<file path="config.mk">
export PLATFORM = sky130hd
export DESIGN_NAME = micro_sequencer_flat
export DESIGN_NICKNAME = d
export VERILOG_FILES = /design/src/rtl/ctrl_pkg.sv /design/src/rtl/ctrl_word_if.sv /design/src/rtl/micro_sequencer.sv /design/src/flat_wrapper.sv
export SDC_FILE = /design/constraint.sdc
export NUM_CORES = 1
export LEC_CHECK = 0
export BUFFER_PORTS_ARGS = -buffer_cell sky130_fd_sc_hd__buf_2
export CORE_AREA = 2 2 39 41
export CTS_CLUSTER_SIZE = 8
export DETAILED_ROUTE_END_ITERATION = 12
export DIE_AREA = 0 0 41 43
export PLACE_DENSITY_LB_ADDON = 0.08
export SLEW_MARGIN = 15
export SYNTH_ARGS = -nofsm -noshare
export SYNTH_HDL_FRONTEND = slang
export SYNTH_SLANG_ARGS = --single-unit
export TNS_END_PERCENT = 10
</file>
<file path="constraint.sdc">
create_clock -name N_CLK -period 1.1 [get_ports N_CLK]
set_clock_uncertainty 0.05 [all_clocks]
set_input_delay 0.11 -clock N_CLK [delete_from_list [all_inputs] [get_ports N_CLK]]
set_output_delay 0.11 -clock N_CLK [all_outputs]
set_load 0.02 [all_outputs]
</file>
<file path="src/rtl/ctrl_pkg.sv">
package ctrl_pkg;

  // Address geometry of the microcode store
  localparam int OPCODE_W = 6;
  localparam int STEP_W = 5;
  localparam int WORD_W = 32;
  localparam int BYTE_W = 8;
  localparam int LANE_W = 2;
  localparam int LANES = WORD_W / BYTE_W;
  // Byte address is {opcode, step, lane}
  localparam int BOOT_ADDR_W = OPCODE_W + STEP_W + LANE_W;

  // Microword field layout
  localparam int CTRL_DATA_LO = 0;
  localparam int CTRL_DATA_W = 6;
  localparam int REG_SEL_LO = 6;
  localparam int REG_SEL_W = 2;
  localparam int PLANE_W = 3;
  localparam int OUT_PLANE_LO = 8;
  localparam int IN_PLANE_LO = 11;
  localparam int STEP_RESET_BIT = 14;
  localparam int MISC2_LO = 15;
  localparam int MISC2_W = 4;
  localparam int UNUSED_LO = 19;

  // Bits 31..19, must stay zero in every word
  localparam logic [WORD_W-1:0] UNUSED_MASK = ~((WORD_W'(1) << UNUSED_LO) - WORD_W'(1));

  // misc2 bit that picks ctrl_data as the opcode source
  localparam int MISC2_OPCODE_SRC = 0;
  // Illegal codes
  localparam logic [REG_SEL_W-1:0] REG_SEL_INVALID = 2'd3;
  // Left arithmetic shift, meaningless
  localparam logic [1:0] SHIFT_MODE_INVALID = 2'd3;

  // In plane, one load strobe per code
  typedef enum logic [PLANE_W-1:0] {
    IN_NONE   = 3'd0,
    IN_REG    = 3'd1,
    IN_TMP0   = 3'd2,
    IN_TMP1   = 3'd3,
    IN_MMU    = 3'd4,
    IN_OPWORD = 3'd5,
    IN_OPCODE = 3'd6,
    IN_RSVD   = 3'd7
  } in_plane_e;

  // Out plane, one bus driver per code
  typedef enum logic [PLANE_W-1:0] {
    OUT_NONE    = 3'd0,
    OUT_REG     = 3'd1,
    OUT_TMP0    = 3'd2,
    OUT_TMP1    = 3'd3,
    OUT_MMU     = 3'd4,
    OUT_MLU     = 3'd5,
    OUT_SHIFTER = 3'd6,
    OUT_TIMER   = 3'd7
  } out_plane_e;

endpackage

</file>
<file path="src/rtl/ctrl_word_if.sv">
`timescale 1ns/1ps

interface ctrl_word_if
  import ctrl_pkg::*;
#(
  parameter int OPCODE_W = ctrl_pkg::OPCODE_W,
  parameter int STEP_W = ctrl_pkg::STEP_W
) ();

  // Registered microword, split into its fields
  logic [CTRL_DATA_W-1:0] ctrl_data;
  logic [REG_SEL_W-1:0] reg_sel;
  in_plane_e in_plane;
  out_plane_e out_plane;
  logic step_reset;
  logic [MISC2_W-1:0] misc2;

  // Opcode may be loaded straight from ctrl_data
  if (OPCODE_W < 1 || OPCODE_W > CTRL_DATA_W) begin : g_opcode_w_check
    $error("ctrl_word_if: OPCODE_W %0d does not fit in ctrl_data", OPCODE_W);
  end

  // Step counter needs at least one bit
  if (STEP_W < 1) begin : g_step_w_check
    $error("ctrl_word_if: STEP_W %0d too small", STEP_W);
  end

  modport src (output ctrl_data, reg_sel, in_plane, out_plane, step_reset, misc2);
  modport seq (input ctrl_data, misc2, step_reset);
  modport dec (input ctrl_data, reg_sel, in_plane, out_plane, step_reset, misc2);

endinterface

</file>
<file path="src/rtl/micro_sequencer.sv">
`timescale 1ns/1ps

module micro_sequencer
  import ctrl_pkg::*;
#(
  parameter int OPCODE_W = ctrl_pkg::OPCODE_W,
  parameter int STEP_W = ctrl_pkg::STEP_W
) (
  input  logic N_CLK,
  input  logic N_RST,
  input  logic booted,
  input  logic [OPCODE_W-1:0] opword_opcode,
  input  logic opcode_load,
  ctrl_word_if.seq word,
  output logic [OPCODE_W+STEP_W-1:0] rd_addr
);

  logic [OPCODE_W-1:0] opcode;
  logic [OPCODE_W-1:0] opcode_src;
  logic [STEP_W-1:0] step;

  // Opcode source mux
  // misc2 bit set takes the immediate from ctrl_data
  // clear takes the fetched opword
  always_comb begin
    if (word.misc2[MISC2_OPCODE_SRC]) begin
      opcode_src = word.ctrl_data[OPCODE_W-1:0];
    end else begin
      opcode_src = opword_opcode;
    end
  end

  // Opcode register
  // Held at zero until booted
  always_ff @(posedge N_CLK or negedge N_RST) begin
    if (!N_RST) begin
      opcode <= '0;
    end else if (!booted) begin
      opcode <= '0;
    end else if (opcode_load) begin
      opcode <= opcode_src;
    end
  end

  // Step counter
  // Back to step 0 on step_reset
  // Otherwise counts up and wraps at the top
  always_ff @(posedge N_CLK or negedge N_RST) begin
    if (!N_RST) begin
      step <= '0;
    end else if (!booted) begin
      step <= '0;
    end else if (word.step_reset) begin
      step <= '0;
    end else begin
      step <= step + STEP_W'(1);
    end
  end

  // Opcode in the upper address bits
  assign rd_addr = {opcode, step};

  // Opcode still zero one cycle after reset release
  a_opcode_clear_after_reset: assert property (
    @(posedge N_CLK)
    $rose(N_RST) |=> (opcode == '0)
  ) else $error("micro_sequencer: opcode %0h not clear after reset", opcode);

endmodule

</file>
<file path="src/flat_wrapper.sv">
// flat-port wrapper written by rule: the top's interface ports become plain ports
module micro_sequencer_flat import ctrl_pkg::*;
#(
  parameter int OPCODE_W = ctrl_pkg::OPCODE_W,
  parameter int STEP_W = ctrl_pkg::STEP_W
)
  (N_CLK, N_RST, booted, opword_opcode, opcode_load, rd_addr, word_ctrl_data, word_misc2, word_step_reset);
  ctrl_word_if #(.OPCODE_W(OPCODE_W), .STEP_W(STEP_W)) word_i ();
  input  logic N_CLK;
  input  logic N_RST;
  input  logic booted;
  input  logic [OPCODE_W-1:0] opword_opcode;
  input  logic opcode_load;
  output logic [OPCODE_W+STEP_W-1:0] rd_addr;
  input wire logic [$bits(word_i.ctrl_data)-1:0] word_ctrl_data;
  input wire logic [$bits(word_i.misc2)-1:0] word_misc2;
  input wire logic [$bits(word_i.step_reset)-1:0] word_step_reset;
  assign word_i.ctrl_data = word_ctrl_data;
  assign word_i.misc2 = word_misc2;
  assign word_i.step_reset = word_step_reset;
  micro_sequencer #(.OPCODE_W(OPCODE_W), .STEP_W(STEP_W)) u_core (.N_CLK(N_CLK), .N_RST(N_RST), .booted(booted), .opword_opcode(opword_opcode), .opcode_load(opcode_load), .word(word_i), .rd_addr(rd_addr));
endmodule
</file>
* After elaboration in Yosys (flattened, before gate mapping)
Index checks and enable logic that the tools add are counted.
Storage, ports and cells: word-level logic and storage cells 9, register bits after elaboration 11, output and inout port bits 11
Operators by class: multiplexer cells 5, add/subtract/negate cells 1, equality and inequality tests 1
Operators with widths (number):
- 2-to-1 mux 6 bit | 3
- 2-to-1 mux 5 bit | 2
- adder 5 x 1 -> 5 bit (second input constant) | 1
- != test 2 x 1 -> 1 bit (second input constant) | 1

* Depth between registers and ports, before layout
depth in word-level cells 3, depth in mapped cells 3, depth with buffers taken out 3

* Worst setup path after synthesis
No wires, ideal clock.
kind register to register, from register u_core.step[0], to register u_core.step[4], path slack 5 ps, required time 971 ps, period minus slack after synthesis 1095 ps, arrival time 966 ps, library setup time 79 ps, stages on the path, launching flop included 4, cells stage by stage dfrtp_1 > ha_1 > nand3_1 > mux2i_1
Between the ends: cells in the longest elaborated chain, start to end 3
Ends and longest elaborated chain:
- start, declared | RTL line micro_sequencer.sv:20 | logic [STEP_W-1:0] step;
- start signal, assigned | RTL line micro_sequencer.sv:56 | step <= step + STEP_W'(1);
- adder 5 x 1 -> 5 bit | RTL line micro_sequencer.sv:56
- 2-to-1 mux 5 bit | RTL line micro_sequencer.sv:53 | end else if (word.step_reset) begin
- 2-to-1 mux 5 bit | RTL line micro_sequencer.sv:51 | end else if (!booted) begin
No other way between the ends. A chain may end at the register's enable or synchronous reset.

* Worst setup path after layout
from register u_core.step[0], to output port rd_addr[0]
RTL lines:
- end, declared | RTL line flat_wrapper.sv:14 | output logic [OPCODE_W+STEP_W-1:0] rd_addr;
No word-level cell between the ends.

==> out/metrics.csv <==
metric,value,unit
fin_ws,34.5,ps
dieWidth,41,um
netlist_area,518,um2
ir_drop,0.000609,V
r2r_slack,80,ps
yosysTopAreaCellShare,53.1,%
rsz0062_at_grt,yes,
synth_ff_type,dfrtp_1,
syn-num-nets,69,
drv_cap,0,
grt_max_degree,13,
yosysSeqAreaShare,53.1,%
gp_congestion,0.672,
synth-edff-count,0,
nNetsFinal,103,
clockRootBuffer,clkbuf_4,
synth-seq-cells,11,
multi_input_area,221,um2
grt_pass1_vias,375,
max_stage_delay,380,ps
post-place-ws,69.8,ps
reg2reg_from,u_core.step[1],
ant_nets,0,
clk_pin_slew,70,ps
powerDensity,1170,nW/um2
status,completed,
grt_util_met2,17.8,%
grt_usage,13.3,%
syn_avg_cell_area,11.0,um2
dr_total_vias,460,
cts_buffers,3,
required,940,ps
synth_async_sr_flop_share,100,%
crit_slowest_cell,dfrtp_1,
wl_per_cell,10.8,um
start_util,37.4,%
relSlewSlack,83.6,%
cts_tree,done,
synth_area_leaders,"dfrtp_1, mux2i_1, a21oi_1",
whs_path_depth,3,
synth_area_leader_cell,dfrtp_1,
end_kind,output port,
drive_gt1_share,42.5,%
hold_viol,0,
std_cell_rows,14,
worstMarginPinSlew,247,ps
crit_type,flip-flop to output port,
grt_pass1_wl,1550,um
p_leak,0.409,nW
r2r-end,u_core.step[4],
diodes,0,
hold_path.class,primary input to flip-flop,
area_growth,40.1,%
path_cells,buf_4 -> buf_6,
crit_arrival,910,ps
n_fill_cell,127,
setup_tns,0,ps
cp-start-kind,flip-flop,
numPortBuffers,28,
die_y,43,um
dpl.hpwl,819,um
min_from,opword_opcode[5],
fmax,939,MHz
use_met3,4.71,%
min_to,u_core.opcode[5],
insertion_delay,260,ps
fin_crit_sh,96.9,%
grt_overflow,0,
clkSinkCount,11,
grt-busiest-layer,met1,
regArea,275,um2
gr-usage-met1,18.7,%
drt_wl_total,1040,um
maxSlewViolCount,0,
netlist_instances,47,
route.detailed.drc,0,
core-area,1380,um2
min_period,1070,ps
crit_fanout,3,
drt_iter0_drc,7,
setup_viol,0,
design.die.area,1760,um2
synth_cell_types,14,
antenna_found_initial,0,
reg2reg_depth,3,
ys_warn_count,0,
io_pins,32,
h-tree-depth,1,
drtPass1Iterations,4,
via_per_inst,4.79,
cts_buffer_depth,2,
[synth_stat cells (all sizes together), types with 2 or more instances]
master  instances
nor2            3
buf             3
dfrtp          11
or3b            2
nand3           2
a21oi           6
o21ai           6
mux2i           8
nand3b          2
[cells in the final DEF (no fill, tap or decap)]
master          n
dfrtp_1        11
or3b_1          2
ha_1            1
nand3b_1        2
nand2b_1        1
clkbuf_4        3
buf_2          27
a21oi_1         6
buf_4           3
buf_6           1
mux2i_1         8
nand3_1         2
nor2_1          3
clkbuf_1        1
xnor2_1         1
o21ai_0         6
inv_1           1
dlygate4sd3_1   1
[critical path, delay by kind of cell, from the launching register on]
kind	cells	cell delay, ps
buffers and inverters	2	270
flip-flops	1	380
[worst max-delay path by stage]
| stage | start | end | slack (ps) |
|---|---|---|---|
| after global routing | u_core.step[0] | rd_addr[0] | -10 |
| after detailed placement | u_core.step[1] | u_core.step[4] | 70 |
| final | u_core.step[0] | rd_addr[0] | 30 |
| after floorplan | u_core.step[0] | u_core.step[4] | 5 |
| after CTS | u_core.step[0] | rd_addr[0] | 20 |
| after global placement | u_core.step[1] | u_core.step[4] | 70 |
[state kept, by name, summed over array words and instances, names as in the netlist]
name,flops
u_core.opcode,6
u_core.step,5
[final cells by class]
cell class	instances	share of cell area, %
inverter	1	0.517
tap	16	2.76
sequential	11	37.9
clock buffer	4	3.62
multi-input combinational	32	30.5
timing repair buffer	32	24.7
[cells by family after synthesis]
| kind of cell | synth area share [%] |
|---|---|
| AO/OA/AOI/OAI | 11.6 |
| flip-flops | 53.1 |
| buffers and inverters | 4.11 |
| AND/OR/NAND/NOR | 11.6 |
| multiplexers | 15.5 |
| XOR/XNOR | 1.69 |
| adder cells (fa/ha/maj) | 2.42 |
[layer usage]
| layer | share of wire [%] | vias up | routed length, um |
|---|---|---|---|
| met5 | 0 | - | 0 |
| met4 | 0 | 0 | 0 |
| met3 | 7.5 | 0 | 78 |
| met2 | 46 | 21 | 484 |
| met1 | 46 | 204 | 479 |
| li1 | - | 235 | - |
[timing repair]
action,CTS,global route
hold endpoints to repair,11,0
gates resized for setup,2,0
hold buffers,1,0
setup buffers,0,1
setup endpoints to repair,1,2
[stage by stage]
step / cell area [um2] / hold WS, ps / utilization, % / std cells / power (mW)
floorplan: 518 / -236 / - / 47 / 0.517
global placement: 676 / -57.7 / 48.8 / 90 / 0.583
detailed placement: 676 / -58.5 / 48.8 / 90 / 0.585
CTS: 718 / 85.8 / 51.9 / 95 / 0.864
global route: 726 / 101 / 52.4 / 96 / 0.915
finish: 726 / 96.2 / 52.4 / 96 / 0.848
[report_power, final]
part / leakage, nW / internal [mW] / switching (mW)
clock network: 0.0150 / 0.140 / 0.124
registers: 0.147 / 0.423 / 0.00952
logic: 0.247 / 0.0692 / 0.0815
Note: power is estimated with default switching activity, not from simulation.
