File: config.mk
export PLATFORM = sky130hd
export DESIGN_NAME = boot_loader
export DESIGN_NICKNAME = d
export VERILOG_FILES = /design/src/rtl/ctrl_pkg.sv /design/src/rtl/boot_loader.sv
export SDC_FILE = /design/constraint.sdc
export NUM_CORES = 1
export LEC_CHECK = 0
export BUFFER_PORTS_ARGS = -buffer_cell sky130_fd_sc_hd__buf_2
export CORE_MARGIN = 2
export CORE_UTILIZATION = 30
export DETAILED_ROUTE_END_ITERATION = 10
export HOLD_SLACK_MARGIN = 0.15
export SKIP_LAST_GASP = 1
export SYNTH_ARGS = -nofsm -noshare
export SYNTH_HDL_FRONTEND = slang
export SYNTH_SLANG_ARGS = --single-unit
export TNS_END_PERCENT = 30
File: constraint.sdc
create_clock -name N_CLK -period 0.9 [get_ports N_CLK]
set_input_delay 0.135 -clock N_CLK [delete_from_list [all_inputs] [get_ports N_CLK]]
set_output_delay 0.135 -clock N_CLK [all_outputs]
set_load 0.02 [all_outputs]
File: src/rtl/ctrl_pkg.sv
package ctrl_pkg;

  // Address geometry of the microcode store
  localparam int OPCODE_W = 6;
  localparam int STEP_W = 5;
  localparam int WORD_W = 32;
  localparam int BYTE_W = 8;
  localparam int LANE_W = 2;
  localparam int LANES = WORD_W / BYTE_W;
  // Byte address is {opcode, step, lane}
  localparam int BOOT_ADDR_W = OPCODE_W + STEP_W + LANE_W;

  // Microword field layout
  localparam int CTRL_DATA_LO = 0;
  localparam int CTRL_DATA_W = 6;
  localparam int REG_SEL_LO = 6;
  localparam int REG_SEL_W = 2;
  localparam int PLANE_W = 3;
  localparam int OUT_PLANE_LO = 8;
  localparam int IN_PLANE_LO = 11;
  localparam int STEP_RESET_BIT = 14;
  localparam int MISC2_LO = 15;
  localparam int MISC2_W = 4;
  localparam int UNUSED_LO = 19;

  // Bits 31..19, must stay zero in every word
  localparam logic [WORD_W-1:0] UNUSED_MASK = ~((WORD_W'(1) << UNUSED_LO) - WORD_W'(1));

  // misc2 bit that picks ctrl_data as the opcode source
  localparam int MISC2_OPCODE_SRC = 0;
  // Illegal codes
  localparam logic [REG_SEL_W-1:0] REG_SEL_INVALID = 2'd3;
  // Left arithmetic shift, meaningless
  localparam logic [1:0] SHIFT_MODE_INVALID = 2'd3;

  // In plane, one load strobe per code
  typedef enum logic [PLANE_W-1:0] {
    IN_NONE   = 3'd0,
    IN_REG    = 3'd1,
    IN_TMP0   = 3'd2,
    IN_TMP1   = 3'd3,
    IN_MMU    = 3'd4,
    IN_OPWORD = 3'd5,
    IN_OPCODE = 3'd6,
    IN_RSVD   = 3'd7
  } in_plane_e;

  // Out plane, one bus driver per code
  typedef enum logic [PLANE_W-1:0] {
    OUT_NONE    = 3'd0,
    OUT_REG     = 3'd1,
    OUT_TMP0    = 3'd2,
    OUT_TMP1    = 3'd3,
    OUT_MMU     = 3'd4,
    OUT_MLU     = 3'd5,
    OUT_SHIFTER = 3'd6,
    OUT_TIMER   = 3'd7
  } out_plane_e;

endpackage

File: src/rtl/boot_loader.sv
`timescale 1ns/1ps

module boot_loader
  import ctrl_pkg::*;
(
  input  logic N_CLK,
  input  logic N_RST,
  input  logic boot_we,
  input  logic [BOOT_ADDR_W-1:0] boot_addr,
  input  logic [BYTE_W-1:0] boot_data,
  input  logic booted,
  output logic wr_en,
  output logic [BOOT_ADDR_W-LANE_W-1:0] wr_addr,
  output logic [LANE_W-1:0] wr_lane,
  output logic [BYTE_W-1:0] wr_data
);

  // Write strobe, one cycle behind boot_we
  // Dropped once the machine is booted
  always_ff @(posedge N_CLK or negedge N_RST) begin
    if (!N_RST) begin
      wr_en <= 1'b0;
    end else begin
      wr_en <= boot_we && !booted;
    end
  end

  // Byte address split into word address and lane
  // Only the upper bits select the microword
  always_ff @(posedge N_CLK) begin
    if (boot_we) begin
      wr_addr <= boot_addr[BOOT_ADDR_W-1:LANE_W];
      // Low bits pick the byte within the word
      wr_lane <= boot_addr[LANE_W-1:0];
      wr_data <= boot_data;
    end
  end

  // Bootstrap port is closed for good after boot
  a_no_write_after_boot: assert property (
    @(posedge N_CLK) disable iff (!N_RST)
    booted |-> !boot_we
  ) else $error("boot_loader: bootstrap write while booted");

endmodule

**After elaboration in Yosys (flattened, before gate mapping)**

Index checks and enable logic that the tools add are counted.

- Flip-flop bits (word level): 22
- Output and inout bits: 22
- Logic and storage cells: 6
- Input bits: 25

- Reductions and logical operators: 2

Operators with widths:

| cell | count |
|---|---|
| 1-bit logical AND | 1 |
| 1-bit logical NOT | 1 |

**Logic depth before layout (Yosys ltp)**

Gate-level depths: netlist (run 1).

- Depth in word-level cells: 2
- Mapped depth: 1
- Depth with buffers taken out: 1

**Worst setup path after synthesis (run 1)**

No wires, ideal clock.

- Kind: register to output
- From: register wr_addr[0]
- To: output port wr_addr[0]
- Path buffers: 0
- Data required time: 765 ps
- Stages on the path, launching flop included: 1
- Path slack: 316 ps
- Arrival: 449 ps
- Cell sequence: edfxtp_1

RTL lines:

| element | RTL line | text |
|---|---|---|
| from (decl) | boot_loader.sv:13 | `output logic [BOOT_ADDR_W-LANE_W-1:0] wr_addr,` |
| from (signal assigned) | boot_loader.sv:32 | `wr_addr <= boot_addr[BOOT_ADDR_W-1:LANE_W];` |

No word-level cell between the ends.

**Worst setup path in the final report (run 1)**

- From: register wr_addr[9]
- To: output port wr_addr[9]

No word-level cell between the ends.

==> impl_metrics.csv, run 1 <==
group,metric,value,unit
sta,setup_viol,22,
cells_and_area,layout_commonest_cell,"buf_2",
detailed_routing,wire_per_inst,10.29,microns
cells_and_area,diodes,0,
grt,grt_use_total,0.09629,
sta,period_share,1.104,
place,dp_cells,99,
cells_and_area,postLayoutCellArea,0.001279,sq mm
clocking,cts_buffer_depth,2,
hold_path,min_path_type,"in2reg",
setup_path,cp_num_buf_inv,1,
sta,worst_pin_slew,0.1130,ns
cells_and_area,mostFrequentLayoutCells,"buf_2, dlygate4sd3_1, edfxtp_1, buf_6, clkbuf_4",
setup_path,crit_path_end_kind,"output pin",
grt,grt_pass1_wl,1.800,mm
detailed_routing,wirelength,1.307,mm
sta,fin_ws,-0.09372,ns
sta,tns,-1.306,ns
floorplan,die_x,51.24,microns
clocking,cts.sinks,22,
setup_path,path_max_fanout,1,
yosys,ys_types,3,
detailed_routing,dr.pass1.iters,2,
clocking,cts.reportedPaths.clkPinSlew,0.11,ns
outcome,status,"finished, violations left",
sta,hold_viol,0,
detailed_routing,drc,0,
floorplan,core-area,0.002170,sq mm
sta,clock.fmax,1006,MHz
setup_path,arrival,0.86,ns
power_and_ir_drop,power,2.031,mW
setup_path,worstPathRequired,0.76,ns
grt,grt_overflow,0,
detailed_routing,drt-met1-wl,489,microns
detailed_routing,via_count,492,
setup_path,worst-setup-path-type,"reg2out",
power_and_ir_drop,peakVddDrop,0.9048,mV
place,gp_congestion,0.6501,
sta,min_period,0.9937,ns
clocking,numCtsBuffers,3,
detailed_routing,via_per_inst,3.874,
place,dpl-instance-area,974.7,sq um
grt,first_global_vias,459,
cells_and_area,nets,125,
job,maxCapViolCount,0,
power_and_ir_drop,p_leak,0.5542,nW
setup_path,critical_path.max_stage_delay,0.41,ns
detailed_routing,routed.top_layer,"met4",
detailed_routing,wl_met3,139,microns
cells_and_area,instances_no_fill,127,
floorplan,dieArea,0.002625,sq mm
sta,rsz0062_at_grt,"true",
place,portBuffers,46,
cells_and_area,syn2layout_area_growth,91.03,%
grt,grt_max_degree,13,
detailed_routing,wl_met2,656,microns
detailed_routing,ant_nets,0,
floorplan,core.rowCount,17,
hold_path,whs_endpoint,"wr_data[3]$_DFFE_PP_",
setup_path,start_kind,"flop",
yosys,synth-seq-cells,22,
yosys,avgSynthCellArea,29.10,sq um
power_and_ir_drop,pwr_density_cell,1588,mW/mm^2
setup_path,path_delay_family,"flip-flops",
yosys,syn-instance-count,23,
setup_path,path_cells,"buf_6",
yosys,yosysSeqAreaShare,0.9794,
outcome,violations,"setup timing",
floorplan,ios,47,
clocking,cts_tree,"built",
hold_path,holdPathStages,2,
yosys,synthesis.area,669.4,sq um
hold_path,hp-start,"boot_we",
sta,slew_viol_final,0,
clocking,clockRootBuffer,"clkbuf_4",
grt,antenna_found_initial,0,
detailed_routing,dr.first_iter.drc_count,2,
clocking,cts_max_level,1,
floorplan,die-height,51.24,microns
yosys,syn_nets,48,
floorplan,start_util,0.3085,
yosys,synth_warnings,0,
setup_path,cp_slowest_cell,"edfxtp_1",
cells_and_area,drive_above_1_share,0.5253,
sta,slew_headroom,0.9247,
how the worst max path moves through the flow:
stage	depth (start not counted)	endpoint	slack [ns]	startpoint
after floorplan	0	wr_addr[0]	0.32	wr_addr[0]$_DFFE_PP_
after global placement	2	wr_addr[6]$_DFFE_PP_	0.19	boot_we
after detailed placement	2	wr_addr[6]$_DFFE_PP_	0.19	boot_we
after CTS	1	wr_lane[0]	-0.10	wr_lane[0]$_DFFE_PP_
after global routing	1	wr_lane[0]	-0.14	wr_lane[0]$_DFFE_PP_
final	1	wr_addr[9]	-0.09	wr_addr[9]$_DFFE_PP_
layer usage:
layer	vias up	GRT usage
met2	28	0.1688
met1	220	0.1029
met4	0	0.03947
met3	2	0.03801
met5	-	0
li1	242	-
synth_stat cells:
cell,number,area [sq um]
dfrtp_1,1,25.02
edfxtp_1,21,630.6
nor2b_4,1,13.76
stage by stage:
step	setup WS, ns	util	hold WS, ns
4_1_cts	-0.1047	0.5779	0.2181
5_1_grt	-0.1354	0.5894	0.2172
3_5_place_dp	0.1914	0.4493	-0.08808
3_3_place_gp	0.1924	0.4493	-0.08977
6_report	-0.09372	0.5894	0.2287
2_1_floorplan	0.3155	-	-0.1606
sequential cells by signal, indices dropped and copies added, names as in the netlist:
| signal | count |
|---|---|
| wr_data | 8 |
| wr_addr | 11 |
| wr_en | 1 |
| wr_lane | 2 |
where the power goes:
part | switching (mW) | leakage, nW | internal [mW]
logic | 0.174 | 0.321 | 0.199
registers | 0.0209 | 0.218 | 1.21
clock network | 0.258 | 0.0150 | 0.172
total | 0.453 | 0.554 | 1.58
final cells by class:
class                      count  area (sq um)
clock buffer                   4         26.28
fill                         178         890.9
multi-input combinational      1         13.76
sequential                    22         655.6
tap                           28         35.03
timing repair buffer          72         548.0
timing repair:
item                                   CTS  global route
buffers inserted                         0             0
resized for setup                        4             8
hold buffers                            24             0
pin swaps                                0             0
endpoints found under the hold margin   23             0
setup endpoints to repair               22            22
kinds of logic after synthesis:
group / share of synthesized area
DFF: 0.9794
and+or+nand+nor: 0.02056
Note: power is estimated with default switching activity, not from simulation.
==> run 2, diff against run 1 <==
- CORE_UTILIZATION: 30 -> 41
- PLACE_DENSITY: unset -> 0.8
==> run 2 against run 1 <==
  * The flow still finishes with violations (setup timing)
  * First-iteration DRC count decreased by 50%
  * Via count up 4.9%
  * Clock power barely moved
  * Total power is 0.11% higher
  * Worst hold slack improved by 0.028 ns
  * Final cell count fell by 9.4%
  * Sequential power hardly changed
==> impl_metrics.csv, run 2 (synthesized netlist as in run 1, its figures left out) <==
group,metric,value,unit
sta,setup_viol,22,
cells_and_area,largest_register_ff_count,11,
sta,slew_viol_final,0,
cells_and_area,instances_no_fill,115,
grt,antenna_found_initial,0,
floorplan,ios,47,
sta,min_period,0.9998,ns
detailed_routing,wirelength,1.611,mm
place,dp_cells,87,
detailed_routing,dr.first_iter.drc_count,1,
grt,grt_max_degree,13,
detailed_routing,drc,0,
sta,rsz0062_at_grt,"true",
cells_and_area,largest-register,"wr_addr",
floorplan,core-area,0.001524,sq mm
floorplan,core.rowCount,14,
power_and_ir_drop,power,2.033,mW
sta,slew_headroom,0.9171,
floorplan,die-height,44.41,microns
sta,hold_viol,0,
floorplan,dieArea,0.001972,sq mm
sta,worst_pin_slew,0.1252,ns
sta,period_share,1.111,
clocking,clockRootBuffer,"clkbuf_4",
job,maxCapViolCount,0,
power_and_ir_drop,p_leak,0.5521,nW
detailed_routing,via_per_inst,4.487,
clocking,cts.sinks,22,
place,portBuffers,46,
clocking,cts_setup_buffers,0,
detailed_routing,dr.pass1.iters,3,
sta,hold_slack,0.2569,ns
setup_path,cp_slowest_cell,"edfxtp_1",
setup_path,path_max_fanout,1,
setup_path,path_delay_family,"flip-flops",
detailed_routing,wire_per_inst,14.01,microns
cells_and_area,largest_registers,"wr_addr x11, wr_data x8, wr_lane x2",
cells_and_area,nets,125,
setup_path,worst-setup-path-type,"reg2out",
floorplan,die_x,44.41,microns
cells_and_area,drive_above_1_share,0.5253,
grt,grt_pass1_wl,2.428,mm
setup_path,start_kind,"flop",
grt,grt_overflow,0,
hold_path,min_path_type,"in2reg",
outcome,status,"finished, violations left",
cells_and_area,diodes,0,
setup_path,arrival,0.86,ns
cells_and_area,layout_commonest_cell,"buf_2",
detailed_routing,ant_nets,0,
setup_path,critical_path.max_stage_delay,0.42,ns
place,gp_congestion,0.5979,
clocking,cts_tree,"built",
clocking,cts_max_level,1,
detailed_routing,via_count,516,
place,dpl-instance-area,959.7,sq um
setup_path,crit_path_end_kind,"output pin",
floorplan,start_util,0.4392,
grt,first_global_vias,559,
grt,grt_use_total,0.1849,
cells_and_area,mostFrequentLayoutCells,"buf_2, dlygate4sd3_1, edfxtp_1, buf_6, clkbuf_4",
setup_path,worstPathRequired,0.76,ns
cells_and_area,postLayoutCellArea,0.001257,sq mm
clocking,numCtsBuffers,3,
setup_path,cp_num_buf_inv,1,
power_and_ir_drop,peakVddDrop,1.259,mV
clocking,cts_buffer_depth,2,
power_and_ir_drop,pwr_density_cell,1617,mW/mm^2
outcome,violations,"setup timing",
sta,clock.fmax,1000,MHz
sta,fin_ws,-0.09975,ns
cells_and_area,syn2layout_area_growth,87.85,%
setup_path,path_cells,"buf_6",
clocking,cts.reportedPaths.clkPinSlew,0.11,ns
[run 2: per-layer routing]
| metal | GRT usage | wire length (microns) | part of all wire | vias up |
|---|---|---|---|---|
| met5 | 0 | 0 | 0 | - |
| met4 | 0.05455 | 5 | 0.0031 | 0 |
| met3 | 0.05714 | 129 | 0.080 | 2 |
| met2 | 0.3824 | 960 | 0.60 | 25 |
| met1 | 0.1629 | 516 | 0.32 | 245 |
| li1 | - | - | - | 244 |
[run 2: path summary, 6_finish.rpt]
path / endpoint / slack, ns / cells past startpoint / start
max: wr_lane[1] / -0.1 / 1 / wr_lane[1]$_DFFE_PP_
min: wr_addr[1]$_DFFE_PP_ / 0.26 / 2 / boot_we
max in group asynchronous: wr_en$_DFF_PN0_ / 0.12 / 3 / N_RST
min in group asynchronous: wr_en$_DFF_PN0_ / 0.68 / 3 / N_RST
[run 2: report_power, final]
group	internal, mW	switching [mW]	total (mW)	leakage [nW]
logic	0.195	0.181	0.376	0.319
registers	1.21	0.0222	1.23	0.218
clock network	0.172	0.255	0.427	0.0150
total	1.57	0.458	2.03	0.552
[run 2: layout make-up]
cell class | count | area, sq um
clock buffers | 4 | 26.28
fillers | 71 | 266.5
multi-input cells | 1 | 13.76
flip-flops and latches | 22 | 655.6
well taps | 16 | 20.02
repair buffers | 72 | 541.8
[run 2: per-stage QoR]
stage / TNS (ns) / utilization / worst slack, ns
6_report: -1.357 / 0.8251 / -0.09975
3_5_place_dp: 0 / 0.6297 / 0.1885
3_3_place_gp: 0 / 0.6297 / 0.1944
2_1_floorplan: 0 / - / 0.3155
5_1_grt: -2.260 / 0.8251 / -0.1374
4_1_cts: -1.429 / 0.8128 / -0.1003
[run 2: timing repair]
item	CTS	global route
hold buffers	24	0
hold endpoints to repair	23	0
gates resized for setup	4	6
setup endpoints to repair	22	22
