===== src/rtl/ctrl_pkg.sv =====
package ctrl_pkg;

  // Address geometry of the microcode store
  localparam int OPCODE_W = 6;
  localparam int STEP_W = 5;
  localparam int WORD_W = 32;
  localparam int BYTE_W = 8;
  localparam int LANE_W = 2;
  localparam int LANES = WORD_W / BYTE_W;
  // Byte address is {opcode, step, lane}
  localparam int BOOT_ADDR_W = OPCODE_W + STEP_W + LANE_W;

  // Microword field layout
  localparam int CTRL_DATA_LO = 0;
  localparam int CTRL_DATA_W = 6;
  localparam int REG_SEL_LO = 6;
  localparam int REG_SEL_W = 2;
  localparam int PLANE_W = 3;
  localparam int OUT_PLANE_LO = 8;
  localparam int IN_PLANE_LO = 11;
  localparam int STEP_RESET_BIT = 14;
  localparam int MISC2_LO = 15;
  localparam int MISC2_W = 4;
  localparam int UNUSED_LO = 19;

  // Bits 31..19, must stay zero in every word
  localparam logic [WORD_W-1:0] UNUSED_MASK = ~((WORD_W'(1) << UNUSED_LO) - WORD_W'(1));

  // misc2 bit that picks ctrl_data as the opcode source
  localparam int MISC2_OPCODE_SRC = 0;
  // Illegal codes
  localparam logic [REG_SEL_W-1:0] REG_SEL_INVALID = 2'd3;
  // Left arithmetic shift, meaningless
  localparam logic [1:0] SHIFT_MODE_INVALID = 2'd3;

  // In plane, one load strobe per code
  typedef enum logic [PLANE_W-1:0] {
    IN_NONE   = 3'd0,
    IN_REG    = 3'd1,
    IN_TMP0   = 3'd2,
    IN_TMP1   = 3'd3,
    IN_MMU    = 3'd4,
    IN_OPWORD = 3'd5,
    IN_OPCODE = 3'd6,
    IN_RSVD   = 3'd7
  } in_plane_e;

  // Out plane, one bus driver per code
  typedef enum logic [PLANE_W-1:0] {
    OUT_NONE    = 3'd0,
    OUT_REG     = 3'd1,
    OUT_TMP0    = 3'd2,
    OUT_TMP1    = 3'd3,
    OUT_MMU     = 3'd4,
    OUT_MLU     = 3'd5,
    OUT_SHIFTER = 3'd6,
    OUT_TIMER   = 3'd7
  } out_plane_e;

endpackage


===== src/rtl/ctrl_word_if.sv =====
`timescale 1ns/1ps

interface ctrl_word_if
  import ctrl_pkg::*;
#(
  parameter int OPCODE_W = ctrl_pkg::OPCODE_W,
  parameter int STEP_W = ctrl_pkg::STEP_W
) ();

  // Registered microword, split into its fields
  logic [CTRL_DATA_W-1:0] ctrl_data;
  logic [REG_SEL_W-1:0] reg_sel;
  in_plane_e in_plane;
  out_plane_e out_plane;
  logic step_reset;
  logic [MISC2_W-1:0] misc2;

  // Opcode may be loaded straight from ctrl_data
  if (OPCODE_W < 1 || OPCODE_W > CTRL_DATA_W) begin : g_opcode_w_check
    $error("ctrl_word_if: OPCODE_W %0d does not fit in ctrl_data", OPCODE_W);
  end

  // Step counter needs at least one bit
  if (STEP_W < 1) begin : g_step_w_check
    $error("ctrl_word_if: STEP_W %0d too small", STEP_W);
  end

  modport src (output ctrl_data, reg_sel, in_plane, out_plane, step_reset, misc2);
  modport seq (input ctrl_data, misc2, step_reset);
  modport dec (input ctrl_data, reg_sel, in_plane, out_plane, step_reset, misc2);

endinterface


===== src/rtl/plane_decoder.sv =====
`timescale 1ns/1ps

module plane_decoder
  import ctrl_pkg::*;
(
  input  logic N_CLK,
  ctrl_word_if.dec word,
  // In plane, active-high load strobes
  output logic reg_in,
  output logic tmp0_in,
  output logic tmp1_in,
  output logic mmu_in,
  output logic opword_in,
  output logic opcode_load,
  // Out plane, active-low bus enables
  output logic reg_n_out,
  output logic tmp0_n_out,
  output logic tmp1_n_out,
  output logic mmu_n_out,
  output logic mlu_n_out,
  output logic shifter_n_out,
  output logic timer_n_out,
  // Data fields
  output logic [CTRL_DATA_W-1:0] ctrl_data,
  output logic [REG_SEL_W-1:0] reg_sel,
  output logic [MISC2_W-1:0] misc2
);

  logic load_drive_clash;

  // In plane, one-hot
  // IN_NONE and IN_RSVD raise nothing
  assign reg_in = (word.in_plane == IN_REG);
  assign tmp0_in = (word.in_plane == IN_TMP0);
  assign tmp1_in = (word.in_plane == IN_TMP1);
  assign mmu_in = (word.in_plane == IN_MMU);
  assign opword_in = (word.in_plane == IN_OPWORD);
  assign opcode_load = (word.in_plane == IN_OPCODE);

  // Out plane, at most one enable low
  assign reg_n_out = (word.out_plane != OUT_REG);
  assign tmp0_n_out = (word.out_plane != OUT_TMP0);
  assign tmp1_n_out = (word.out_plane != OUT_TMP1);
  assign mmu_n_out = (word.out_plane != OUT_MMU);
  assign mlu_n_out = (word.out_plane != OUT_MLU);
  assign shifter_n_out = (word.out_plane != OUT_SHIFTER);
  assign timer_n_out = (word.out_plane != OUT_TIMER);

  assign ctrl_data = word.ctrl_data;
  assign reg_sel = word.reg_sel;
  assign misc2 = word.misc2;

  // Same unit on both planes of one word
  assign load_drive_clash = (reg_in && !reg_n_out) || (tmp0_in && !tmp0_n_out) ||
                            (tmp1_in && !tmp1_n_out) || (mmu_in && !mmu_n_out);

  a_reg_sel_valid: assert property (
    @(posedge N_CLK) word.reg_sel != REG_SEL_INVALID
  ) else $error("plane_decoder: reg_sel %0d is not a register", word.reg_sel);

  // Shifter mode comes from misc2 while it drives the bus
  a_shift_mode_valid: assert property (
    @(posedge N_CLK) !shifter_n_out |-> (word.misc2[1:0] != SHIFT_MODE_INVALID)
  ) else $error("plane_decoder: left arithmetic shift requested");

  a_no_load_drive_clash: assert property (
    @(posedge N_CLK) !load_drive_clash
  ) else $error("plane_decoder: unit loaded and driven in one word");

endmodule


===== src/flat_wrapper.sv =====
// flat-port wrapper written by rule: the top's interface ports become plain ports
module plane_decoder_flat import ctrl_pkg::*;
  (N_CLK, reg_in, tmp0_in, tmp1_in, mmu_in, opword_in, opcode_load, reg_n_out, tmp0_n_out, tmp1_n_out, mmu_n_out, mlu_n_out, shifter_n_out, timer_n_out, ctrl_data, reg_sel, misc2, word_ctrl_data, word_reg_sel, word_in_plane, word_out_plane, word_step_reset, word_misc2);
  ctrl_word_if word_i ();
  input  logic N_CLK;
  output logic reg_in;
  output logic tmp0_in;
  output logic tmp1_in;
  output logic mmu_in;
  output logic opword_in;
  output logic opcode_load;
  output logic reg_n_out;
  output logic tmp0_n_out;
  output logic tmp1_n_out;
  output logic mmu_n_out;
  output logic mlu_n_out;
  output logic shifter_n_out;
  output logic timer_n_out;
  output logic [CTRL_DATA_W-1:0] ctrl_data;
  output logic [REG_SEL_W-1:0] reg_sel;
  output logic [MISC2_W-1:0] misc2;
  input wire logic [$bits(word_i.ctrl_data)-1:0] word_ctrl_data;
  input wire logic [$bits(word_i.reg_sel)-1:0] word_reg_sel;
  input wire logic [$bits(word_i.in_plane)-1:0] word_in_plane;
  input wire logic [$bits(word_i.out_plane)-1:0] word_out_plane;
  input wire logic [$bits(word_i.step_reset)-1:0] word_step_reset;
  input wire logic [$bits(word_i.misc2)-1:0] word_misc2;
  assign word_i.ctrl_data = word_ctrl_data;
  assign word_i.reg_sel = word_reg_sel;
  assign word_i.in_plane = word_in_plane;
  assign word_i.out_plane = word_out_plane;
  assign word_i.step_reset = word_step_reset;
  assign word_i.misc2 = word_misc2;
  plane_decoder u_core (.N_CLK(N_CLK), .word(word_i), .reg_in(reg_in), .tmp0_in(tmp0_in), .tmp1_in(tmp1_in), .mmu_in(mmu_in), .opword_in(opword_in), .opcode_load(opcode_load), .reg_n_out(reg_n_out), .tmp0_n_out(tmp0_n_out), .tmp1_n_out(tmp1_n_out), .mmu_n_out(mmu_n_out), .mlu_n_out(mlu_n_out), .shifter_n_out(shifter_n_out), .timer_n_out(timer_n_out), .ctrl_data(ctrl_data), .reg_sel(reg_sel), .misc2(misc2));
endmodule

===== config.mk =====
export PLATFORM = sky130hd
export DESIGN_NAME = plane_decoder_flat
export DESIGN_NICKNAME = d
export VERILOG_FILES = /design/src/rtl/ctrl_pkg.sv /design/src/rtl/ctrl_word_if.sv /design/src/rtl/plane_decoder.sv /design/src/flat_wrapper.sv
export SDC_FILE = /design/constraint.sdc
export NUM_CORES = 1
export LEC_CHECK = 0
export BUFFER_PORTS_ARGS = -buffer_cell sky130_fd_sc_hd__clkbuf_2
export CAP_MARGIN = 15
export CORE_AREA = 8 8 45 47
export DETAILED_ROUTE_END_ITERATION = 6
export DIE_AREA = 0 0 53 55
export GPL_ROUTABILITY_DRIVEN = 1
export PLACE_DENSITY = 0.54
export SETUP_SLACK_MARGIN = 0.05
export SLEW_MARGIN = 20
export SYNTH_ARGS = -nofsm -noshare
export SYNTH_HDL_FRONTEND = slang
export SYNTH_SLANG_ARGS = --single-unit

===== constraint.sdc =====
create_clock -name vclk -period 0.8
set_input_delay 0.08 -clock vclk [all_inputs]
set_output_delay 0.08 -clock vclk [all_outputs]
set_load 0.005 [all_outputs]

# Word-level counts from Yosys, hierarchy flattened
# Cells that the tools add are included.
word_totals:
  register_bits: 0
classes:
  eq_ne: 13
op_table:
  columns: ["op", "n"]
  rows:
  - ["!= test 3 bit, second input constant", 4]
  - ["== test 3 bit, second input constant", 3]
  - ["== test 3 x 2 -> 1 bit, second input constant", 2]
  - ["!= test 3 x 2 -> 1 bit, second input constant", 2]
  - ["== test 3 x 1 -> 1 bit, second input constant", 1]
  - ["!= test 3 x 1 -> 1 bit, second input constant", 1]

# Depth between registers and ports, before layout
# Gate-level depths: netlist (run 1).
depth:
  depth_word: 1
  mapped_depth: 1
  ltp_nobuf: 1

# Worst setup path after synthesis (run 1)
# OpenSTA, ideal clock, no wires.
synth_timing:
  path_type: "input -> output"
  start: "input word_out_plane[1]"
  end: "output mmu_n_out"
  path_buffers: 0
  setup_slack_ns: 0.264
  t_required_ns: 0.720
  cell_stages: 1
  arrival_ns: 0.456
  cell_sequence: "or3b_1"
synth_between:
  elab_chain_cells: 1
synth_rtl:
  columns: ["item", "line_no", "source"]
  rows:
  - ["from (decl)", "flat_wrapper.sv:25", "input wire logic [$bits(word_i.out_plane)-1:0] word_out_plane;"]
  - ["!= test 3 bit", "plane_decoder.sv:44", "assign mmu_n_out = (word.out_plane != OUT_MMU);"]
  - ["to (decl)", "flat_wrapper.sv:15", "output logic mmu_n_out;"]
# No other way between the ends.

# Final worst setup path (run 1)
layout_timing:
  start: "input word_out_plane[1]"
  end: "output reg_n_out"
layout_between:
  elab_chain_cells: 1
layout_rtl:
  columns: ["item", "line_no", "source"]
  rows:
  - ["!= test 3 x 1 -> 1 bit", "plane_decoder.sv:41", "assign reg_n_out = (word.out_plane != OUT_REG);"]
  - ["to (decl)", "flat_wrapper.sv:12", "output logic reg_n_out;"]
# No other way between the ends.

==> run summary, run 1 <==
The tools report the instance area at placement as 240 um2. The achievable clock frequency is 1340 MHz, and the top fanout value on the critical path is 4. The total track usage is 3.05%, and the utilization after layout is 18.3%. The run finished with clean final reports.

The tools report the global route total overflow as 0. Subtracting the final worst setup slack from the clock period gives 744 ps. The logs give 4 for the number of iterations in the first detailed-routing pass and 0.0000983 W for the total power after layout. After detailed routing, the total wire length is 463 um. Post-CTS repair changed the size of 0 cells. The number of nets in the synthesized netlist is 45. The final critical-path share of the clock period was 93.0%; the reported leakage power was 0.133 nW. The run gives 0 as the number of antenna violations at the first check in global routing. Tracing the worst setup path back leads to its startpoint at word_out_plane[1]. The number of sequential cells was 0.

In this run the worst setup path terminates at reg_n_out. The cell family contributing the most delay on the critical path is simple AND/OR/NAND/NOR gates. In this run the remaining antenna-violating nets after routing total 0. During placement, the flow inserted port buffers numbering 19. In the final routed layout, each cell accounts on average for 9.08 um. The cell count after synthesis came out at 25. The number of different library cells in the post-synthesis netlist is 6, and the total die area is 2920 um2.

Entering global routing, the biggest net connects 7 pins. The synthesized cell area is 193 um2. For the normalized max-slew margin, the log shows 89.3%. The average instance in the mapped netlist occupies 7.71 um2. The number of stages on the worst setup path was 3; the placer congestion estimate was 0.646.

For the standard-cell row count, the log shows 14. The number of global-route vias before repair was 192. The data arrival time of the critical path was 660 ps; the x dimension of the die was 53 um.

The share of synthesized area occupied by flip-flops and latches came out at 0%. The number of design rule violations left after detail routing was 0. The fraction of power consumed by the clock network is 0%. The worst hold path was traced through 0 stages. Total negative slack for setup checks: 0 ps.

Number of setup violations in the final report: 0. The signed area change from the synthesized netlist to the final layout is 31.2%, and the height of the die is 55 um. For the count of boundary I/O pins, the log shows 45. The first-pass GRT wire length came out at 752 um. The worst setup path is launched from an input pin.

The run gives 1380 um2 as the core area. The total buffers and inverters traversed by the critical path works out to 2. The worst setup path is captured at a primary output. Summed over all nets, the switching power comes to 0.0000395 W.

The area used by sequential logic in the layout is 0 um2. The hold buffer count at CTS came out at 0. The number of design-rule violations left by the first detailed-router iteration was 1; the cell-internal power was 0.0000588 W. Of the total power, the share spent switching nets is 40.2%. The maximum ir drop on the vdd rail is 104 uV. The slowest stage of the critical path is the sky130_fd_sc_hd__or3b_1 cell. The initial utilization of the core area, before any placement, comes to 13.9%. The critical path is of the input pin to primary output type. The count of clock-net buffers in the final layout is 0. The classification of the worst-slack hold path is input pin to primary output. Of the cells placed in the final design, the portion with a size suffix greater than 1 is 62.9%.

Max-slew violation total from the final report: 0. In this run, the combinational gates consume 100.0% of the power. The number of buffers inserted by post-CTS setup repair was 0. The max-cap violation count came out at 0. STA puts the critical path data required time at 720 ps. The tools report the count of nets after finishing as 57. The critical path goes through buf_6 -> or3b_1 -> buf_2.

Using the TritonRoute via totals, the vias-per-cell ratio works out to 3.65. The share of total power dissipated in sequential elements is 0%. After legalization and detailed placement, the total HPWL measured 414 um. The cell area power density works out to 389 nW/um2. Leaving out fill and tap cells, the most frequent cell in the layout is sky130_fd_sc_hd__clkbuf_2. The largest single stage delay on the critical path is 360 ps. The run gives 0 as the final hold violation count. Count of vias placed by the detailed router: 186. The post-route standard cell area excluding fillers is 253 um2.

The run gives 0 as the total number of yosys warnings. For the pin with the worst max-slew slack, the measured transition is 161 ps. Setup repair after global routing could not meet its margin everywhere. The tools report the number of antenna diodes as 0.
power groups by stage:
stage	clock network, W	registers (W)	logic, W
finish	0	0	0.0000983
global route	0	0	0.000109
CTS	0	0	0.0000950
detailed placement	0	0	0.0000948
global placement	0	0	0.0000926
floorplan	0	0	0.0000765
layout make-up:
class                           count  area [um2]
Tap cell                           16        20.0
Fill cell                         157        1130
Timing Repair Buffer               22         130
Multi-Input combinational cell     13         103
per-stage QoR:
| step | hold slack, ps | cells | setup slack (ps) |
|---|---|---|---|
| finish | 160 | 51 | 55.7 |
| global route | 160 | 51 | 41.1 |
| CTS | 160 | 51 | 50.3 |
| detailed placement | 160 | 51 | 50.3 |
| global placement | 160 | 51 | 60.4 |
| floorplan | 193 | 25 | 264 |
cell families after synthesis:
| family | synth area share [%] |
|---|---|
| buf+inv | 46.8 |
| simple gates | 53.2 |
synthesized netlist by cell type:
cell	n	area (um2)
sky130_fd_sc_hd__nor3b_1	3	22.5
sky130_fd_sc_hd__nand3_1	1	5.00
sky130_fd_sc_hd__nand3b_1	3	22.5
sky130_fd_sc_hd__and3b_1	3	26.3
sky130_fd_sc_hd__buf_4	12	90.1
sky130_fd_sc_hd__or3b_1	3	26.3
worst min-delay path by stage:
stage                            from           end  slack [ps]
global route        word_ctrl_data[1]  ctrl_data[1]         160
finish                  word_misc2[2]      misc2[2]         160
CTS                 word_ctrl_data[4]  ctrl_data[4]         160
detailed placement  word_ctrl_data[4]  ctrl_data[4]         160
global placement    word_ctrl_data[4]  ctrl_data[4]         160
floorplan            word_in_plane[0]        mmu_in         190
per-layer routing:
metal	up-vias	share of wire [%]	track usage, %	wire [um]
met2	13	45	5.27	208
met5	-	0	0	0
met3	2	19	1.34	89
met4	0	0.86	2.16	4
met1	75	35	2.87	161
li1	96	-	-	-
Note: power is estimated with default switching activity, not from simulation.
==> inputs of run 2 (changes only) <==
--- a/config.mk
+++ b/config.mk
@@ -7,12 +7,12 @@
 export LEC_CHECK = 0
 export BUFFER_PORTS_ARGS = -buffer_cell sky130_fd_sc_hd__clkbuf_2
 export CAP_MARGIN = 15
-export CORE_AREA = 8 8 45 47
+export CORE_AREA = 2 2 39 41
 export DETAILED_ROUTE_END_ITERATION = 6
-export DIE_AREA = 0 0 53 55
+export DIE_AREA = 0 0 41 43
 export GPL_ROUTABILITY_DRIVEN = 1
 export PLACE_DENSITY = 0.54
-export SETUP_SLACK_MARGIN = 0.05
+export SETUP_SLACK_MARGIN = 0.3
 export SLEW_MARGIN = 20
 export SYNTH_ARGS = -nofsm -noshare
 export SYNTH_HDL_FRONTEND = slang
==> run summary, run 2 (synthesized netlist as in run 1, its figures left out) <==
The number of iterations in the first detailed-routing pass is 1 (-3), and the count of nets after finishing is 57 (unchanged). For the first-pass GRT wire length, the log shows 586 um (-22%). The transition time of the tightest slew-check pin is 120 ps (-40.8 ps), and the total power after layout is 0.000123 W (+25%). The tools report the reported leakage power as 0.154 nW (+16%). The number of antenna violations at the first check in global routing is 0 (unchanged), and the number of design-rule violations left by the first detailed-router iteration is 0 (-1).

The run gives 0 (unchanged) as the global route total overflow. The mean number of vias per cell is 3.76 (+3.2%), and the normalized max-slew margin is 92.0% (+2.7 points). The signal on the critical path passes through buf_6 -> or3b_1 -> clkbuf_2. The final critical-path share of the clock period is 92.9% (-0.11 points), and the number of buffers inserted by post-CTS setup repair is 0 (unchanged). The delay of the slowest cell on the worst path is 370 ps (about the same), and the total buffers and inverters traversed by the critical path is 2 (unchanged).

The x dimension of the die is 41 um (-23%). The logs give 14 (unchanged) for the standard-cell row count and 13.9% (unchanged) for the initial standard-cell utilization of the core. The top fanout value on the critical path works out to 4 (unchanged). The aggregate routed wire length is 425 um (-8.2%). The worst setup path is launched from an input pin. The run gives 56.6 ps (+0.894 ps) as the worst setup margin. The tools report the data arrival time of the critical path as 660 ps (about the same). Classification of the worst-slack hold path: input pin to primary output. The core area was 1380 um2 (unchanged). The final HPWL from detailed placement was 324 um (-22%); the number of global-route vias before repair was 156 (-19%). The top routing layer in use was met4. The cell family contributing the most delay on the critical path is simple AND/OR/NAND/NOR gates. Total negative slack for setup checks: 0 ps (unchanged). The layout cell share with drive strength beyond 1 was 71.4% (+8.6 points); the shortest period the worst path allows was 743 ps (-0.894 ps). The length of routed met2 wiring was 222 um (+6.7%); the achievable clock frequency was 1350 MHz (+0.12%). The slowest stage of the critical path is the sky130_fd_sc_hd__or3b_1 cell. The run gives 124 um (-23%) as the post-route met1 wirelength. The run finished with clean final reports. Relative to the synthesized area, the layout overhead comes to 59.7%. The post-detailed-route wirelength per cell is 8.33 um (-8.2%).

The maximum ir drop on the vdd rail is 126 uV (+21%). For the total die area, the log shows 1760 um2 (-40%). The number of design rule violations left after detail routing was 0 (unchanged). For the max-slew violation total from the final report, the log shows 0 (unchanged). The height of the die was 43 um (-22%); the total track usage was 4.30% (+1.2 points). The count of clock-net buffers in the final layout is 0 (unchanged), and the placer congestion estimate is 0.604 (-6.6%). The worst setup path category is input pin to primary output. The logs give 160 ps (unchanged) for the minimum hold slack and 7 (unchanged) for the largest net degree at the start of global routing. Area used by sequential logic in the layout: 0 um2 (unchanged).

Leaving out fill and tap cells, the most frequent cells in the layout are sky130_fd_sc_hd__buf_2, sky130_fd_sc_hd__clkbuf_2, sky130_fd_sc_hd__buf_6. For the max-cap violation count, the log shows 0 (unchanged). The cell area power density was 399 nW/um2 (+2.6%).

The worst setup path is captured at a primary output. The run gives 0 (unchanged) as the number of setup violations in the final report. The tools report the count of vias placed by the detailed router as 192 (+3.2%).

Setup repair after global routing could not meet its margin everywhere. The worst endpoint required time was 720 ps (about the same). The post-placement setup slack was 58.3 ps (+7.97 ps); the number of antenna diodes was 0 (unchanged). The logs give 0 (unchanged) for the count of nets left with antenna violations after detail routing and 76 um (-15%) for the met3 wire length.

The number of sequential cells is 0 (unchanged). The library cell used most frequently in the layout, excluding fill and tap cells, is sky130_fd_sc_hd__buf_2. The count of buffers from port buffering was 19 (unchanged). For the final hold violation count, the log shows 0 (unchanged). The count of boundary I/O pins came out at 45 (unchanged).
==> run 2: cell types whose count changed in the layout (fill, tap and decap cells not counted), sizes merged <==
cell    before  now
clkbuf      15    6
buf          7   16
==> run 2: cell type report <==
class	count	area, um2
Fill cell	148	1080
Timing Repair Buffer	22	170
Multi-Input combinational cell	13	118
Tap cell	16	20.0
==> run 2: final timing paths <==
check	end	from	slack, ps	depth (start not counted)
max	reg_n_out	word_out_plane[2]	60	3
min	ctrl_data[5]	word_ctrl_data[5]	160	0
==> run 2: per-stage QoR <==
stage,cell area (um2),utilization (%),cells
6_report,308,22.2,51
5_1_grt,308,22.2,51
4_1_cts,282,20.3,51
3_5_place_dp,240,17.4,51
3_3_place_gp,240,17.4,51
2_1_floorplan,193,-,25
==> run 2: power by group <==
part / leakage [nW] / switching [W] / internal (W) / total (W)
Combinational: 0.154 / 0.0000418 / 0.0000811 / 0.000123
Sequential: 0 / 0 / 0 / 0
Clock: 0 / 0 / 0 / 0
Total: 0.154 / 0.0000418 / 0.0000811 / 0.000123
==> run 2: layer usage <==
layer / GRT usage, % / up-vias
li1: - / 98
met1: 4.11 / 78
met2: 7.81 / 14
met3: 1.05 / 2
met4: 2.00 / 0
met5: 0 / -
==> run 2: what timing repair did <==
action / 4_1_cts / 5_1_grt
cloned: 0 / 0
hold buffers: 0 / 0
pin swaps: 3 / 5
resized for setup: 6 / 17
setup endpoints to repair: 13 / 13
